## src/common/rv_core_pkg.sv

```systemverilog
package rv_core_pkg;

	// fixed by the RV32I instruction set
	localparam int XLEN = 32;

	typedef logic [XLEN-1:0] word_t;
	typedef logic [XLEN-1:0] addr_t;
	typedef logic [4:0]      reg_idx_t;

	// major opcodes, inst[6:0]
	localparam logic [6:0] OPC_LUI    = 7'b0110111;
	localparam logic [6:0] OPC_OP_IMM = 7'b0010011;
	localparam logic [6:0] OPC_OP     = 7'b0110011;
	localparam logic [6:0] OPC_BRANCH = 7'b1100011;
	localparam logic [6:0] OPC_LOAD   = 7'b0000011;
	localparam logic [6:0] OPC_STORE  = 7'b0100011;

	typedef enum logic [2:0] {
		ALU_ADD,
		ALU_SUB,
		ALU_AND,
		ALU_OR,
		ALU_XOR,
		ALU_PASS_B
	} alu_op_e;

	typedef enum logic [1:0] {
		MEM_NONE,
		MEM_LOAD,
		MEM_STORE
	} mem_op_e;

	// decoder to execute unit, 110 bits
	typedef struct packed {
		alu_op_e  alu_op;
		mem_op_e  mem_op;
		logic     branch;
		// invert the equality compare (bne)
		logic     branch_ne;
		logic     use_imm;
		reg_idx_t rd;
		logic     reg_we;
		word_t    imm;
		word_t    rs1_data;
		word_t    rs2_data;
	} decoded_t;

endpackage

```

## src/common/exec_if.sv

```systemverilog
`timescale 1ns/100ps

interface exec_if;

	// one-cycle pulse per executed instruction
	logic                  valid;
	rv_core_pkg::mem_op_e  mem_op;
	rv_core_pkg::reg_idx_t rd;
	logic                  reg_we;
	// alu result, or the byte address for lw/sw
	rv_core_pkg::word_t    result;
	rv_core_pkg::word_t    store_data;

	modport source (
		output valid,
		output mem_op,
		output rd,
		output reg_we,
		output result,
		output store_data
	);

	modport sink (
		input valid,
		input mem_op,
		input rd,
		input reg_we,
		input result,
		input store_data
	);

endinterface

```

## src/hw/fetch_unit.sv

```systemverilog
`timescale 1ns/100ps

module fetch_unit #(
	parameter rv_core_pkg::addr_t RESET_PC = '0
) (
	input  logic               clock,
	input  logic               arst_n_i,
	output rv_core_pkg::addr_t imem_addr_o,
	output logic               imem_valid_o,
	input  logic               imem_ready_i,
	input  logic               imem_rvalid_i,
	input  rv_core_pkg::word_t imem_rdata_i,
	input  logic               branch_taken_i,
	input  rv_core_pkg::addr_t branch_target_i,
	input  logic               retire_i,
	output rv_core_pkg::word_t inst_o,
	output rv_core_pkg::addr_t pc_o,
	output logic               issue_o
);

	typedef enum logic [1:0] {
		REQUEST,
		WAIT_RESPONSE,
		ISSUE,
		WAIT_RETIRE
	} fetch_state_e;

	fetch_state_e       state_q;
	logic               req_valid_q;
	logic               issued_q;
	rv_core_pkg::addr_t pc_q;
	rv_core_pkg::addr_t next_pc_q;
	rv_core_pkg::word_t inst_q;

	always_ff @(posedge clock or negedge arst_n_i) begin
		if (!arst_n_i) begin
			state_q     <= REQUEST;
			req_valid_q <= 1'b0;
			issued_q    <= 1'b0;
			pc_q        <= RESET_PC;
		end else begin
			issued_q <= (state_q == ISSUE);
			case (state_q)
				REQUEST: begin
					// first request after reset raises valid here
					if (!req_valid_q) begin
						req_valid_q <= 1'b1;
					end else if (imem_ready_i) begin
						req_valid_q <= 1'b0;
						state_q     <= WAIT_RESPONSE;
					end
				end
				WAIT_RESPONSE: begin
					if (imem_rvalid_i) begin
						state_q <= ISSUE;
					end
				end
				ISSUE: begin
					state_q <= WAIT_RETIRE;
				end
				WAIT_RETIRE: begin
					if (retire_i) begin
						pc_q        <= next_pc_q;
						req_valid_q <= 1'b1;
						state_q     <= REQUEST;
					end
				end
				default: state_q <= REQUEST;
			endcase
		end
	end

	always_ff @(posedge clock) begin
		if (state_q == WAIT_RESPONSE && imem_rvalid_i) begin
			inst_q <= imem_rdata_i;
		end
		// redirect from execute is valid one cycle after issue
		if (issued_q) begin
			next_pc_q <= branch_taken_i ? branch_target_i : pc_q + 32'd4;
		end
	end

	assign imem_addr_o  = pc_q;
	assign imem_valid_o = req_valid_q;
	assign inst_o       = inst_q;
	assign pc_o         = pc_q;
	assign issue_o      = (state_q == ISSUE);

	// stalled fetch keeps its address
	assert property (@(posedge clock) disable iff (!arst_n_i)
		imem_valid_o && !imem_ready_i |=> imem_valid_o && $stable(imem_addr_o))
		else $error("fetch address changed while waiting for ready");

endmodule

```

## src/hw/core/decoder.sv

```systemverilog
`timescale 1ns/100ps

module decoder (
	input  rv_core_pkg::word_t    inst_i,
	input  rv_core_pkg::word_t    rs1_data_i,
	input  rv_core_pkg::word_t    rs2_data_i,
	output rv_core_pkg::reg_idx_t rs1_idx_o,
	output rv_core_pkg::reg_idx_t rs2_idx_o,
	output rv_core_pkg::decoded_t dec_o
);

	logic [6:0] opcode;
	logic [2:0] funct3;
	logic [6:0] funct7;

	assign opcode    = inst_i[6:0];
	assign funct3    = inst_i[14:12];
	assign funct7    = inst_i[31:25];
	assign rs1_idx_o = inst_i[19:15];
	assign rs2_idx_o = inst_i[24:20];

	always_comb begin
		// anything not matched below retires as a no-op
		dec_o           = '0;
		dec_o.alu_op    = rv_core_pkg::ALU_ADD;
		dec_o.mem_op    = rv_core_pkg::MEM_NONE;
		dec_o.rd        = inst_i[11:7];
		dec_o.rs1_data  = rs1_data_i;
		dec_o.rs2_data  = rs2_data_i;

		case (opcode)
			rv_core_pkg::OPC_LUI: begin
				dec_o.imm     = {inst_i[31:12], 12'b0};
				dec_o.alu_op  = rv_core_pkg::ALU_PASS_B;
				dec_o.use_imm = 1'b1;
				dec_o.reg_we  = 1'b1;
			end
			rv_core_pkg::OPC_OP_IMM: begin
				dec_o.imm     = {{20{inst_i[31]}}, inst_i[31:20]};
				dec_o.use_imm = 1'b1;
				// addi only
				dec_o.reg_we  = (funct3 == 3'b000);
			end
			rv_core_pkg::OPC_OP: begin
				dec_o.reg_we = 1'b1;
				case ({funct7, funct3})
					{7'b0000000, 3'b000}: dec_o.alu_op = rv_core_pkg::ALU_ADD;
					{7'b0100000, 3'b000}: dec_o.alu_op = rv_core_pkg::ALU_SUB;
					{7'b0000000, 3'b100}: dec_o.alu_op = rv_core_pkg::ALU_XOR;
					{7'b0000000, 3'b110}: dec_o.alu_op = rv_core_pkg::ALU_OR;
					{7'b0000000, 3'b111}: dec_o.alu_op = rv_core_pkg::ALU_AND;
					default: dec_o.reg_we = 1'b0;
				endcase
			end
			rv_core_pkg::OPC_BRANCH: begin
				dec_o.imm = {{19{inst_i[31]}}, inst_i[31], inst_i[7],
					inst_i[30:25], inst_i[11:8], 1'b0};
				// beq and bne, other compares fall through as no-ops
				dec_o.branch    = (funct3 == 3'b000) || (funct3 == 3'b001);
				dec_o.branch_ne = (funct3 == 3'b001);
			end
			rv_core_pkg::OPC_LOAD: begin
				dec_o.imm     = {{20{inst_i[31]}}, inst_i[31:20]};
				dec_o.use_imm = 1'b1;
				if (funct3 == 3'b010) begin
					dec_o.mem_op = rv_core_pkg::MEM_LOAD;
					dec_o.reg_we = 1'b1;
				end
			end
			rv_core_pkg::OPC_STORE: begin
				dec_o.imm     = {{20{inst_i[31]}}, inst_i[31:25], inst_i[11:7]};
				dec_o.use_imm = 1'b1;
				if (funct3 == 3'b010) begin
					dec_o.mem_op = rv_core_pkg::MEM_STORE;
				end
			end
			default: begin
				dec_o.reg_we = 1'b0;
			end
		endcase
	end

endmodule

```

## src/hw/core/register_file.sv

```systemverilog
`timescale 1ns/100ps

module register_file (
	input  logic                  clock,
	input  logic                  arst_n_i,
	input  rv_core_pkg::reg_idx_t rs1_idx_i,
	input  rv_core_pkg::reg_idx_t rs2_idx_i,
	input  logic                  we_i,
	input  rv_core_pkg::reg_idx_t waddr_i,
	input  rv_core_pkg::word_t    wdata_i,
	output rv_core_pkg::word_t    rs1_data_o,
	output rv_core_pkg::word_t    rs2_data_o
);

	// x1..x31, x0 has no storage
	rv_core_pkg::word_t regs_q [1:31];

	always_ff @(posedge clock or negedge arst_n_i) begin
		if (!arst_n_i) begin
			for (int i = 1; i < 32; i++) begin
				regs_q[i] <= '0;
			end
		end else if (we_i && waddr_i != 5'd0) begin
			regs_q[waddr_i] <= wdata_i;
		end
	end

	assign rs1_data_o = (rs1_idx_i == 5'd0) ? '0 : regs_q[rs1_idx_i];
	assign rs2_data_o = (rs2_idx_i == 5'd0) ? '0 : regs_q[rs2_idx_i];

	assert property (@(posedge clock) disable iff (!arst_n_i)
		we_i |-> !$isunknown(waddr_i))
		else $error("register write with unknown address");

endmodule

```

## src/hw/core/execute_unit.sv

```systemverilog
`timescale 1ns/100ps

module execute_unit (
	input  logic                  clock,
	input  logic                  arst_n_i,
	input  logic                  issue_i,
	input  rv_core_pkg::addr_t    pc_i,
	input  rv_core_pkg::decoded_t dec_i,
	output logic                  branch_taken_o,
	output rv_core_pkg::addr_t    branch_target_o,
	exec_if.source                ex
);

	rv_core_pkg::word_t operand_b;
	rv_core_pkg::word_t alu_result;
	logic               rs_equal;

	assign operand_b = dec_i.use_imm ? dec_i.imm : dec_i.rs2_data;
	assign rs_equal  = (dec_i.rs1_data == dec_i.rs2_data);

	// add also forms the lw/sw address
	always_comb begin
		case (dec_i.alu_op)
			rv_core_pkg::ALU_ADD:    alu_result = dec_i.rs1_data + operand_b;
			rv_core_pkg::ALU_SUB:    alu_result = dec_i.rs1_data - operand_b;
			rv_core_pkg::ALU_AND:    alu_result = dec_i.rs1_data & operand_b;
			rv_core_pkg::ALU_OR:     alu_result = dec_i.rs1_data | operand_b;
			rv_core_pkg::ALU_XOR:    alu_result = dec_i.rs1_data ^ operand_b;
			rv_core_pkg::ALU_PASS_B: alu_result = operand_b;
			default:                 alu_result = '0;
		endcase
	end

	always_ff @(posedge clock or negedge arst_n_i) begin
		if (!arst_n_i) begin
			ex.valid       <= 1'b0;
			ex.mem_op      <= rv_core_pkg::MEM_NONE;
			ex.reg_we      <= 1'b0;
			branch_taken_o <= 1'b0;
		end else begin
			ex.valid <= issue_i;
			if (issue_i) begin
				ex.mem_op      <= dec_i.mem_op;
				ex.reg_we      <= dec_i.reg_we;
				branch_taken_o <= dec_i.branch && (rs_equal ^ dec_i.branch_ne);
			end
		end
	end

	always_ff @(posedge clock) begin
		if (issue_i) begin
			ex.rd           <= dec_i.rd;
			ex.result       <= alu_result;
			ex.store_data   <= dec_i.rs2_data;
			branch_target_o <= pc_i + dec_i.imm;
		end
	end

endmodule

```

## src/hw/lsu_unit.sv

```systemverilog
`timescale 1ns/100ps

module lsu_unit (
	input  logic                  clock,
	input  logic                  arst_n_i,
	output rv_core_pkg::addr_t    dmem_addr_o,
	output logic                  dmem_we_o,
	output rv_core_pkg::word_t    dmem_wdata_o,
	output logic                  dmem_valid_o,
	input  logic                  dmem_ready_i,
	input  logic                  dmem_rvalid_i,
	input  rv_core_pkg::word_t    dmem_rdata_i,
	output logic                  rf_we_o,
	output rv_core_pkg::reg_idx_t rf_waddr_o,
	output rv_core_pkg::word_t    rf_wdata_o,
	output logic                  retire_o,
	exec_if.sink                  ex
);

	typedef enum logic [1:0] {
		IDLE,
		REQUEST,
		WAIT_RESPONSE
	} lsu_state_e;

	lsu_state_e            state_q;
	rv_core_pkg::addr_t    addr_q;
	logic                  we_q;
	rv_core_pkg::word_t    wdata_q;
	logic                  reg_we_q;

	always_ff @(posedge clock or negedge arst_n_i) begin
		if (!arst_n_i) begin
			state_q  <= IDLE;
			rf_we_o  <= 1'b0;
			retire_o <= 1'b0;
		end else begin
			rf_we_o  <= 1'b0;
			retire_o <= 1'b0;
			case (state_q)
				IDLE: begin
					if (ex.valid && ex.mem_op == rv_core_pkg::MEM_NONE) begin
						rf_we_o  <= ex.reg_we;
						retire_o <= 1'b1;
					end else if (ex.valid) begin
						state_q <= REQUEST;
					end
				end
				REQUEST: begin
					if (dmem_ready_i) begin
						state_q <= WAIT_RESPONSE;
					end
				end
				WAIT_RESPONSE: begin
					// store response only acknowledges, reg_we_q is low then
					if (dmem_rvalid_i) begin
						rf_we_o  <= reg_we_q;
						retire_o <= 1'b1;
						state_q  <= IDLE;
					end
				end
				default: state_q <= IDLE;
			endcase
		end
	end

	// request and writeback payload, rf_waddr_o holds rd until the load returns
	always_ff @(posedge clock) begin
		if (state_q == IDLE && ex.valid) begin
			addr_q     <= ex.result;
			we_q       <= (ex.mem_op == rv_core_pkg::MEM_STORE);
			wdata_q    <= ex.store_data;
			reg_we_q   <= ex.reg_we;
			rf_waddr_o <= ex.rd;
			rf_wdata_o <= ex.result;
		end else if (state_q == WAIT_RESPONSE && dmem_rvalid_i) begin
			rf_wdata_o <= dmem_rdata_i;
		end
	end

	assign dmem_valid_o = (state_q == REQUEST);
	assign dmem_addr_o  = addr_q;
	assign dmem_we_o    = we_q;
	assign dmem_wdata_o = wdata_q;

	assert property (@(posedge clock) disable iff (!arst_n_i)
		dmem_valid_o && !dmem_ready_i |=> dmem_valid_o
			&& $stable({dmem_addr_o, dmem_we_o, dmem_wdata_o}))
		else $error("data request changed while waiting for ready");

	// only one instruction in flight
	assert property (@(posedge clock) disable iff (!arst_n_i)
		ex.valid |-> state_q == IDLE)
		else $error("executed instruction arrived while lsu busy");

endmodule

```

## src/hw/rv_core_top.sv

```systemverilog
`timescale 1ns/100ps

module rv_core_top #(
	parameter rv_core_pkg::addr_t RESET_PC = '0
) (
	input  logic               clock,
	input  logic               arst_n_i,
	// instruction port
	output rv_core_pkg::addr_t imem_addr_o,
	output logic               imem_valid_o,
	input  logic               imem_ready_i,
	input  logic               imem_rvalid_i,
	input  rv_core_pkg::word_t imem_rdata_i,
	// data port
	output rv_core_pkg::addr_t dmem_addr_o,
	output logic               dmem_we_o,
	output rv_core_pkg::word_t dmem_wdata_o,
	output logic               dmem_valid_o,
	input  logic               dmem_ready_i,
	input  logic               dmem_rvalid_i,
	input  rv_core_pkg::word_t dmem_rdata_i
);

	rv_core_pkg::word_t    inst;
	rv_core_pkg::addr_t    pc;
	logic                  issue;
	rv_core_pkg::reg_idx_t rs1_idx;
	rv_core_pkg::reg_idx_t rs2_idx;
	rv_core_pkg::word_t    rs1_data;
	rv_core_pkg::word_t    rs2_data;
	rv_core_pkg::decoded_t dec;
	logic                  branch_taken;
	rv_core_pkg::addr_t    branch_target;
	logic                  rf_we;
	rv_core_pkg::reg_idx_t rf_waddr;
	rv_core_pkg::word_t    rf_wdata;
	// lsu retire closes the instruction
	logic                  retire;

	exec_if ex_bus ();

	fetch_unit #(
		.RESET_PC (RESET_PC)
	) u_fetch_unit (
		.clock           (clock),
		.arst_n_i        (arst_n_i),
		.imem_addr_o     (imem_addr_o),
		.imem_valid_o    (imem_valid_o),
		.imem_ready_i    (imem_ready_i),
		.imem_rvalid_i   (imem_rvalid_i),
		.imem_rdata_i    (imem_rdata_i),
		.branch_taken_i  (branch_taken),
		.branch_target_i (branch_target),
		.retire_i        (retire),
		.inst_o          (inst),
		.pc_o            (pc),
		.issue_o         (issue)
	);

	decoder u_decoder (
		.inst_i     (inst),
		.rs1_data_i (rs1_data),
		.rs2_data_i (rs2_data),
		.rs1_idx_o  (rs1_idx),
		.rs2_idx_o  (rs2_idx),
		.dec_o      (dec)
	);

	register_file u_register_file (
		.clock      (clock),
		.arst_n_i   (arst_n_i),
		.rs1_idx_i  (rs1_idx),
		.rs2_idx_i  (rs2_idx),
		.we_i       (rf_we),
		.waddr_i    (rf_waddr),
		.wdata_i    (rf_wdata),
		.rs1_data_o (rs1_data),
		.rs2_data_o (rs2_data)
	);

	execute_unit u_execute_unit (
		.clock           (clock),
		.arst_n_i        (arst_n_i),
		.issue_i         (issue),
		.pc_i            (pc),
		.dec_i           (dec),
		.branch_taken_o  (branch_taken),
		.branch_target_o (branch_target),
		.ex              (ex_bus.source)
	);

	lsu_unit u_lsu_unit (
		.clock         (clock),
		.arst_n_i      (arst_n_i),
		.dmem_addr_o   (dmem_addr_o),
		.dmem_we_o     (dmem_we_o),
		.dmem_wdata_o  (dmem_wdata_o),
		.dmem_valid_o  (dmem_valid_o),
		.dmem_ready_i  (dmem_ready_i),
		.dmem_rvalid_i (dmem_rvalid_i),
		.dmem_rdata_i  (dmem_rdata_i),
		.rf_we_o       (rf_we),
		.rf_waddr_o    (rf_waddr),
		.rf_wdata_o    (rf_wdata),
		.retire_o      (retire),
		.ex            (ex_bus.sink)
	);

endmodule

```

## config.mk

```make
export PLATFORM = sky130hd
export DESIGN_NAME = rv_core_top
export DESIGN_NICKNAME = d
export VERILOG_FILES = /design/src/common/rv_core_pkg.sv /design/src/common/exec_if.sv /design/src/hw/fetch_unit.sv /design/src/hw/core/decoder.sv /design/src/hw/core/register_file.sv /design/src/hw/core/execute_unit.sv /design/src/hw/lsu_unit.sv /design/src/hw/rv_core_top.sv
export SDC_FILE = /design/constraint.sdc
export NUM_CORES = 2
export LEC_CHECK = 0
export BUFFER_PORTS_ARGS = -buffer_cell sky130_fd_sc_hd__buf_2
export CAP_MARGIN = 20
export CORE_MARGIN = 3
export CORE_UTILIZATION = 35
export DETAILED_ROUTE_END_ITERATION = 16
export GPL_TIMING_DRIVEN = 0
export PLACE_DENSITY = 0.62
export RECOVER_POWER = 25
export SETUP_SLACK_MARGIN = 0.05
export SYNTH_ARGS = -nofsm -noshare
export SYNTH_HDL_FRONTEND = slang
export SYNTH_SLANG_ARGS = --single-unit
```

## constraint.sdc

```tcl
create_clock -name clock -period 12.5 [get_ports clock]
set_input_delay 1.25 -clock clock [delete_from_list [all_inputs] [get_ports clock]]
set_output_delay 1.25 -clock clock [all_outputs]
set_load 0.05 [all_outputs]
```

---- Yosys cells after proc, flatten, opt, wreduce, memory -nomap -nowiden ----
Index checks and enable logic that the tools add are counted.
W data, S select, Z words.
word-level totals
  flip-flop bits (word level) ............. 1304
  bits of input ports ..................... 70
operators by class
  add/subtract/negate cells ............... 4
  magnitude comparators ................... 4
  equal/unequal tests ..................... 32
  muxes and demuxes ....................... 47
  bitwise gates (word level) .............. 7
  reduce and logical (&&, ||, !) cells .... 26
operators with widths
  kind                     count
  $bwmux W992              1
  $mux W32                 11
  $bmux W32 S5             2
  $pmux W32 S6             1
  $demux W32 S5            1
  $pmux W32 S4             1
  $add A32 B32 Y32         2
  $add A32 B3 Y32 const B  1
  $and A32 B32 Y32         1
  $eq A32 B32 Y1           1
  $or A32 B32 Y32          1
  $sub A32 B32 Y32         1
  $xor A32 B32 Y32         1
  $eq A10 B3 Y1 const B    3
  $eq A7 B6 Y1 const B     3
  $mux W2                  10
  $ge A6 B6 Y1 const B     3
  $not A5 Y6               3
  $pmux W3 S4              1
  $mux W1                  11
  $eq A10 B9 Y1 const B    1
  $logic_not A10 Y1        1
  $logic_not A5 Y1         2
  $ne A2 B2 Y1 const B     5
  28 further kinds         52

---- Depth between registers and ports, before layout ----
  depth after elaboration ................. 8
  gate-level depth with buffers ........... 30

---- Modules after synthesis ----
From an unflattened synthesis, not the netlist that was laid out.
second synthesis, totals
  cell total of the unflattened synthesis .. 5563
  area, all modules ....................... 73181.4 um2
modules (own cells, without submodules)
  module         instances  cells an instance  area an instance (um2)  sequential area each (um2)
  register_file  1          3779               53538.8                 24823.8
  execute_unit   1          1106               10039.6                 3158.0
  fetch_unit     1          361                4599.4                  2822.7
  lsu_unit       1          157                3817.4                  3193.1
  decoder        1          160                1186.1                  0.0

---- Least setup slack after synthesis ----
OpenSTA, ideal clock, no wires.
  path type ............................... register to register
  start point ............................. register u_fetch_unit.inst_q[21] (netlist: u_fetch_unit.inst_o[21])
  end point ............................... register u_execute_unit.ex.result[31] (data pin)
  library setup time ...................... 0.268 ns
  data arrival time ....................... 5.841 ns
  data required time ...................... 12.232 ns
  path slack .............................. 6.391 ns
  stages on the path, launching flop included .. 31
  buffers on the path ..................... 5
  period minus slack after synthesis ...... 6.109 ns
  path through ............................ edfxtp_1 -> buf_4 -> buf_4 -> buf_2 -> buf_2 -> buf_4 -> mux2i_1 -> a22oi_1 -> nand3_1 -> o31ai_1 -> or2_2 -> a21oi_1 -> ha_1 -> nand3_1 -> nor3_2 -> nand2_1 -> nor2_1 -> a31oi_1 -> xnor2_1 -> ha_1 -> a21oi_1 -> o21ai_0 -> o21a_1 -> a2111oi_0 -> nor3_1 -> a2111oi_0 -> nand3_1 -> nand2_1 -> o21ai_0 -> xnor2_1 -> o21ai_1
RTL lines
  item                    line                source
  from (decl)             fetch_unit.sv:33    rv_core_pkg::word_t inst_q;
  from (signal assigned)  fetch_unit.sv:75    inst_q <= imem_rdata_i;
  to (signal assigned)    execute_unit.sv:53  ex.result <= alu_result;
  to (decl)               exec_if.sv:19       output result,

==> metrics.md <==
| Metric | Value |
|---|---|
| Final wirelength | 318000 um |
| Worst slew margin | -435% |
| Clk buf depth | 3 |
| Clock slew at reported path FFs | 0.06 ns |
| Failing checks | capacitance limit, slew limit |
| Avg Vias per Cell | 6.39 |
| Crit path kind | reg2reg |
| Fin. Hold Viols | 0 |
| Highest clock rate | 100 MHz |
| Reg-to-reg setup timing slack | 2.50 ns |
| Die footprint | 208000 sq um |
| Synth Cell Area | 70700 sq um |
| Xor and xnor area share after synthesis | 1.76% |
| Synth top area cells | dfrtp_1, mux2_2, mux4_2 |
| Largest family of logic cells by synthesized area | multiplexers |
| Share of power burned in registers | 38.5% |
| Setup TNS | 0 ns |
| Fill count | 18.5k |
| Final period util | 80.0% |
| Sw Ratio | 38.8% |
| First-pass GRT wire length | 431000 um |
| Slew @ Worst Pin | 8.02 ns |
| Vias in the first global route | 51.3k |
| Slew Limit Fails | 275 |
| Area leader, netlist | dfrtp_1 |
| Post-synthesis compound-gate area fraction | 5.81% |
| Post-Syn Instances | 5044 |
| CP Data Arrival Time | 10.51 ns |
| Switch Pwr | 7.88 mW |
| HP Class | reg2reg |
| Antenna-violating nets left | 0 |
| CTS tree | done |
| Final setup viols | 0 |
| Post-synthesis mux area share | 34.6% |
| Maximum VDD drop | 0.000160 V |
| Num CTS Buffers | 149 |
| Pin count of the biggest net entering global routing | 168 |
| Critical Path Fanout Max | 11 |
| Setup Fix Bufs, Post-CTS | 0 |
| RR Endpoint | u_execute_unit.ex.result[27] |
| Most common cell after layout, fill and taps aside | mux2_2 |
| Post-cts resize count | 0 |
| Clk_skew | 0.0417 ns |
| Data required time at the worst endpoint | 13.01 ns |
| Total power | 20.3 mW |
| Final HPWL DP | 231000 um |
| Most frequent cells in the layout | mux2_2, dfrtp_1, mux4_2, clkbuf_1, edfxtp_1 |
| Synth top area share | 36.7% |
| Reg2reg start | u_fetch_unit.inst_o[21] |
| Avg WL per Cell | 38.4 um |
| Syn_nets | 5248 |
| DRT Pass-1 Iters | 7 |
| CTS Hold Bufs | 0 |
| Synth Flop Type | dfrtp_1 |
| IO Pins | 169 |
| Share of layout cells above drive strength 1 | 40.3% |
| Synth warn | 0 |
| Combinational cell fraction of total power | 39.6% |
| Gr usage total | 29.9% |
| Gpl congestion | 1.02 |
| Asr flop ratio synth | 79.4% |
| Die height | 456 um |
| Fin worst setup slack | 2.50 ns |
| Net count, final | 5697 |
| Post-synth cell types | 91 |
| R2R depth | 30 |
| Worst skew pair latency | 0.83 ns |
| Reg area | 34000 sq um |
| Power density over the cells | 248 nW/um^2 |
| Status | finished with violations |
| Num Clock Sinks | 1304 |
| Simple-Gate Fraction of Synth Area | 4.16% |
| Max Cap Viol | 4 |
| Mean Syn Cell Area | 14.0 sq um |
| Crit path launch | u_fetch_unit.inst_o[21] |
| CTS Root Cell | clkbuf_16 |
| Rows | 164 |
| CP endpoint kind | flop |
| Total gr overflow | 0 |
| Internal power | 12.4 mW |
| Leakage | 35.8 nW |
| Slowest library cell on the worst path | a2111oi_0 |
| Via count | 52.9k |
| Port bufs | 168 |
| Min Tclk post-route | 10.0 ns |
| Post-synth EDFFs | 268 |
| Initial Utilization | 35.3% |
| Synth Area in Adders | 2.39% |
| Worst setup path endpoint | u_execute_unit.ex.result[27] |
| Initial antenna violation count | 22 |
| DRT iter0 DRCs | 7970 |
| Unrepaired setup endpoints after global routing | false |
| Clock group share of total power | 21.9% |
| H-tree depth | 4 |
| Core Region | 200000 sq um |
| DRC | 0 |
| Pre-CTS WS | 3.05 ns |
| Chip width | 456 um |
| Type of origin of the critical path | flop |
| Multi-input logic area | 34500 sq um |
| Area delta synth->final | 15.7% |
| #FFs+latches synth | 1304 |
| HP Start | u_execute_unit.ex.store_data[3] |
| Seq/Total Area, Yosys | 48.0% |
| CP max stage delay | 0.92 ns |
## power groups by stage
stage | registers [mW] | logic (mW) | clock network (mW)
after floorplan | 7.65 | 4.90 | 0
after global placement | 7.74 | 7.51 | 0
after detailed placement | 7.77 | 7.81 | 0
after CTS | 7.71 | 7.85 | 4.47
after global routing | 7.98 | 8.38 | 4.64
final | 7.81 | 8.05 | 4.45
## stage by stage
| stage | hold WS, ns | util, % | instance area, sq um | std cells |
|---|---|---|---|---|
| after global placement | 0.404 | 37.4 | 74900 | 7868 |
| after floorplan | 0.400 | - | 70700 | 5044 |
| after detailed placement | 0.405 | 38.5 | 77000 | 7988 |
| final | 0.419 | 40.9 | 81900 | 8280 |
| after CTS | 0.229 | 40.9 | 81900 | 8253 |
| after global routing | 0.423 | 40.9 | 81800 | 8263 |
## sequential cells by signal, indices dropped and copies added (netlist names), 32 cells and up
| register | cells |
|---|---|
| u_lsu_unit.dmem_addr_o | 32 |
| u_fetch_unit.inst_o | 32 |
| u_lsu_unit.dmem_wdata_o | 32 |
| u_execute_unit.branch_target_o | 32 |
| u_execute_unit.ex.result | 32 |
| u_fetch_unit.next_pc_q | 32 |
| u_execute_unit.ex.store_data | 32 |
| u_register_file.regs_q | 992 |
| u_fetch_unit.imem_addr_o | 32 |
| u_lsu_unit.rf_wdata_o | 32 |
## critical path: cells and delay by family (launching register included)
kind	cells	cell delay, ns
flops	1	0.54
buf+inv	6	2.92
compound gates	12	3.11
mux	1	0.25
fa+ha+maj	2	0.60
xor+xnor	2	0.47
simple gates	7	1.70
## synth_stat cells (11+ instances only)
| master | count |
|---|---|
| xnor2_1 | 96 |
| a31oi_1 | 23 |
| a222oi_1 | 20 |
| a22oi_1 | 71 |
| a22o_1 | 45 |
| and2_1 | 19 |
| o31ai_1 | 14 |
| nor2b_1 | 16 |
| nor3_1 | 33 |
| mux4_1 | 13 |
| o22ai_1 | 17 |
| nand2b_1 | 21 |
| buf_2 | 49 |
| o21a_1 | 13 |
| a21oi_1 | 89 |
| buf_1 | 85 |
| xor2_1 | 46 |
| buf_4 | 22 |
| dfrtp_1 | 1036 |
| edfxtp_1 | 268 |
| mux2i_1 | 149 |
| mux2_2 | 1127 |
| nor2_1 | 132 |
| and3_1 | 25 |
| clkbuf_1 | 247 |
| inv_1 | 108 |
| nand2_1 | 200 |
| nand3b_1 | 11 |
| buf_6 | 14 |
| a221oi_1 | 32 |
| nand4_1 | 24 |
| a21o_1 | 27 |
| mux4_2 | 442 |
| nand3_1 | 58 |
| ha_1 | 132 |
| o21bai_1 | 11 |
| o21ai_0 | 157 |
## logic make-up after synthesis
group / count (synthesis)
muxes: 1731
buffers and inverters: 531
and+or+nand+nor: 600
xor gates and xnor gates: 142
DFF: 1304
adders and majority gates: 134
AOI/OAI and AO/OA: 602
## how the worst min path moves through the flow
stage	cells past startpoint	to
floorplan	0	u_lsu_unit.dmem_wdata_o[0]
global placement	0	u_lsu_unit.rf_waddr_o[2]
detailed placement	0	u_lsu_unit.dmem_wdata_o[3]
CTS	1	u_fetch_unit.imem_addr_o[3]
global route	0	u_lsu_unit.dmem_wdata_o[3]
finish	0	u_lsu_unit.dmem_wdata_o[3]
## metal layers
| metal | vias to the layer above | GRT usage, % | wire [um] |
|---|---|---|---|
| li1 | 20200 | - | - |
| met2 | 4146 | 42.1 | 132000 |
| met1 | 27400 | 36.4 | 115000 |
| met3 | 1147 | 12.9 | 43000 |
| met5 | - | 0 | 97 |
| met4 | 14 | 21.9 | 27700 |
## final cells by class
cell class,instances,area share [%]
Antenna cell,17,0.0520
Buffer,421,2.37
Clock buffer,207,5.16
Clock inverter,58,0.744
Inverter,110,0.504
Multi-Input combinational cell,3209,42.2
Sequential cell,1304,41.5
Tap cell,2656,4.06
Timing Repair Buffer,298,3.46
(Power assumes the default switching activity.)
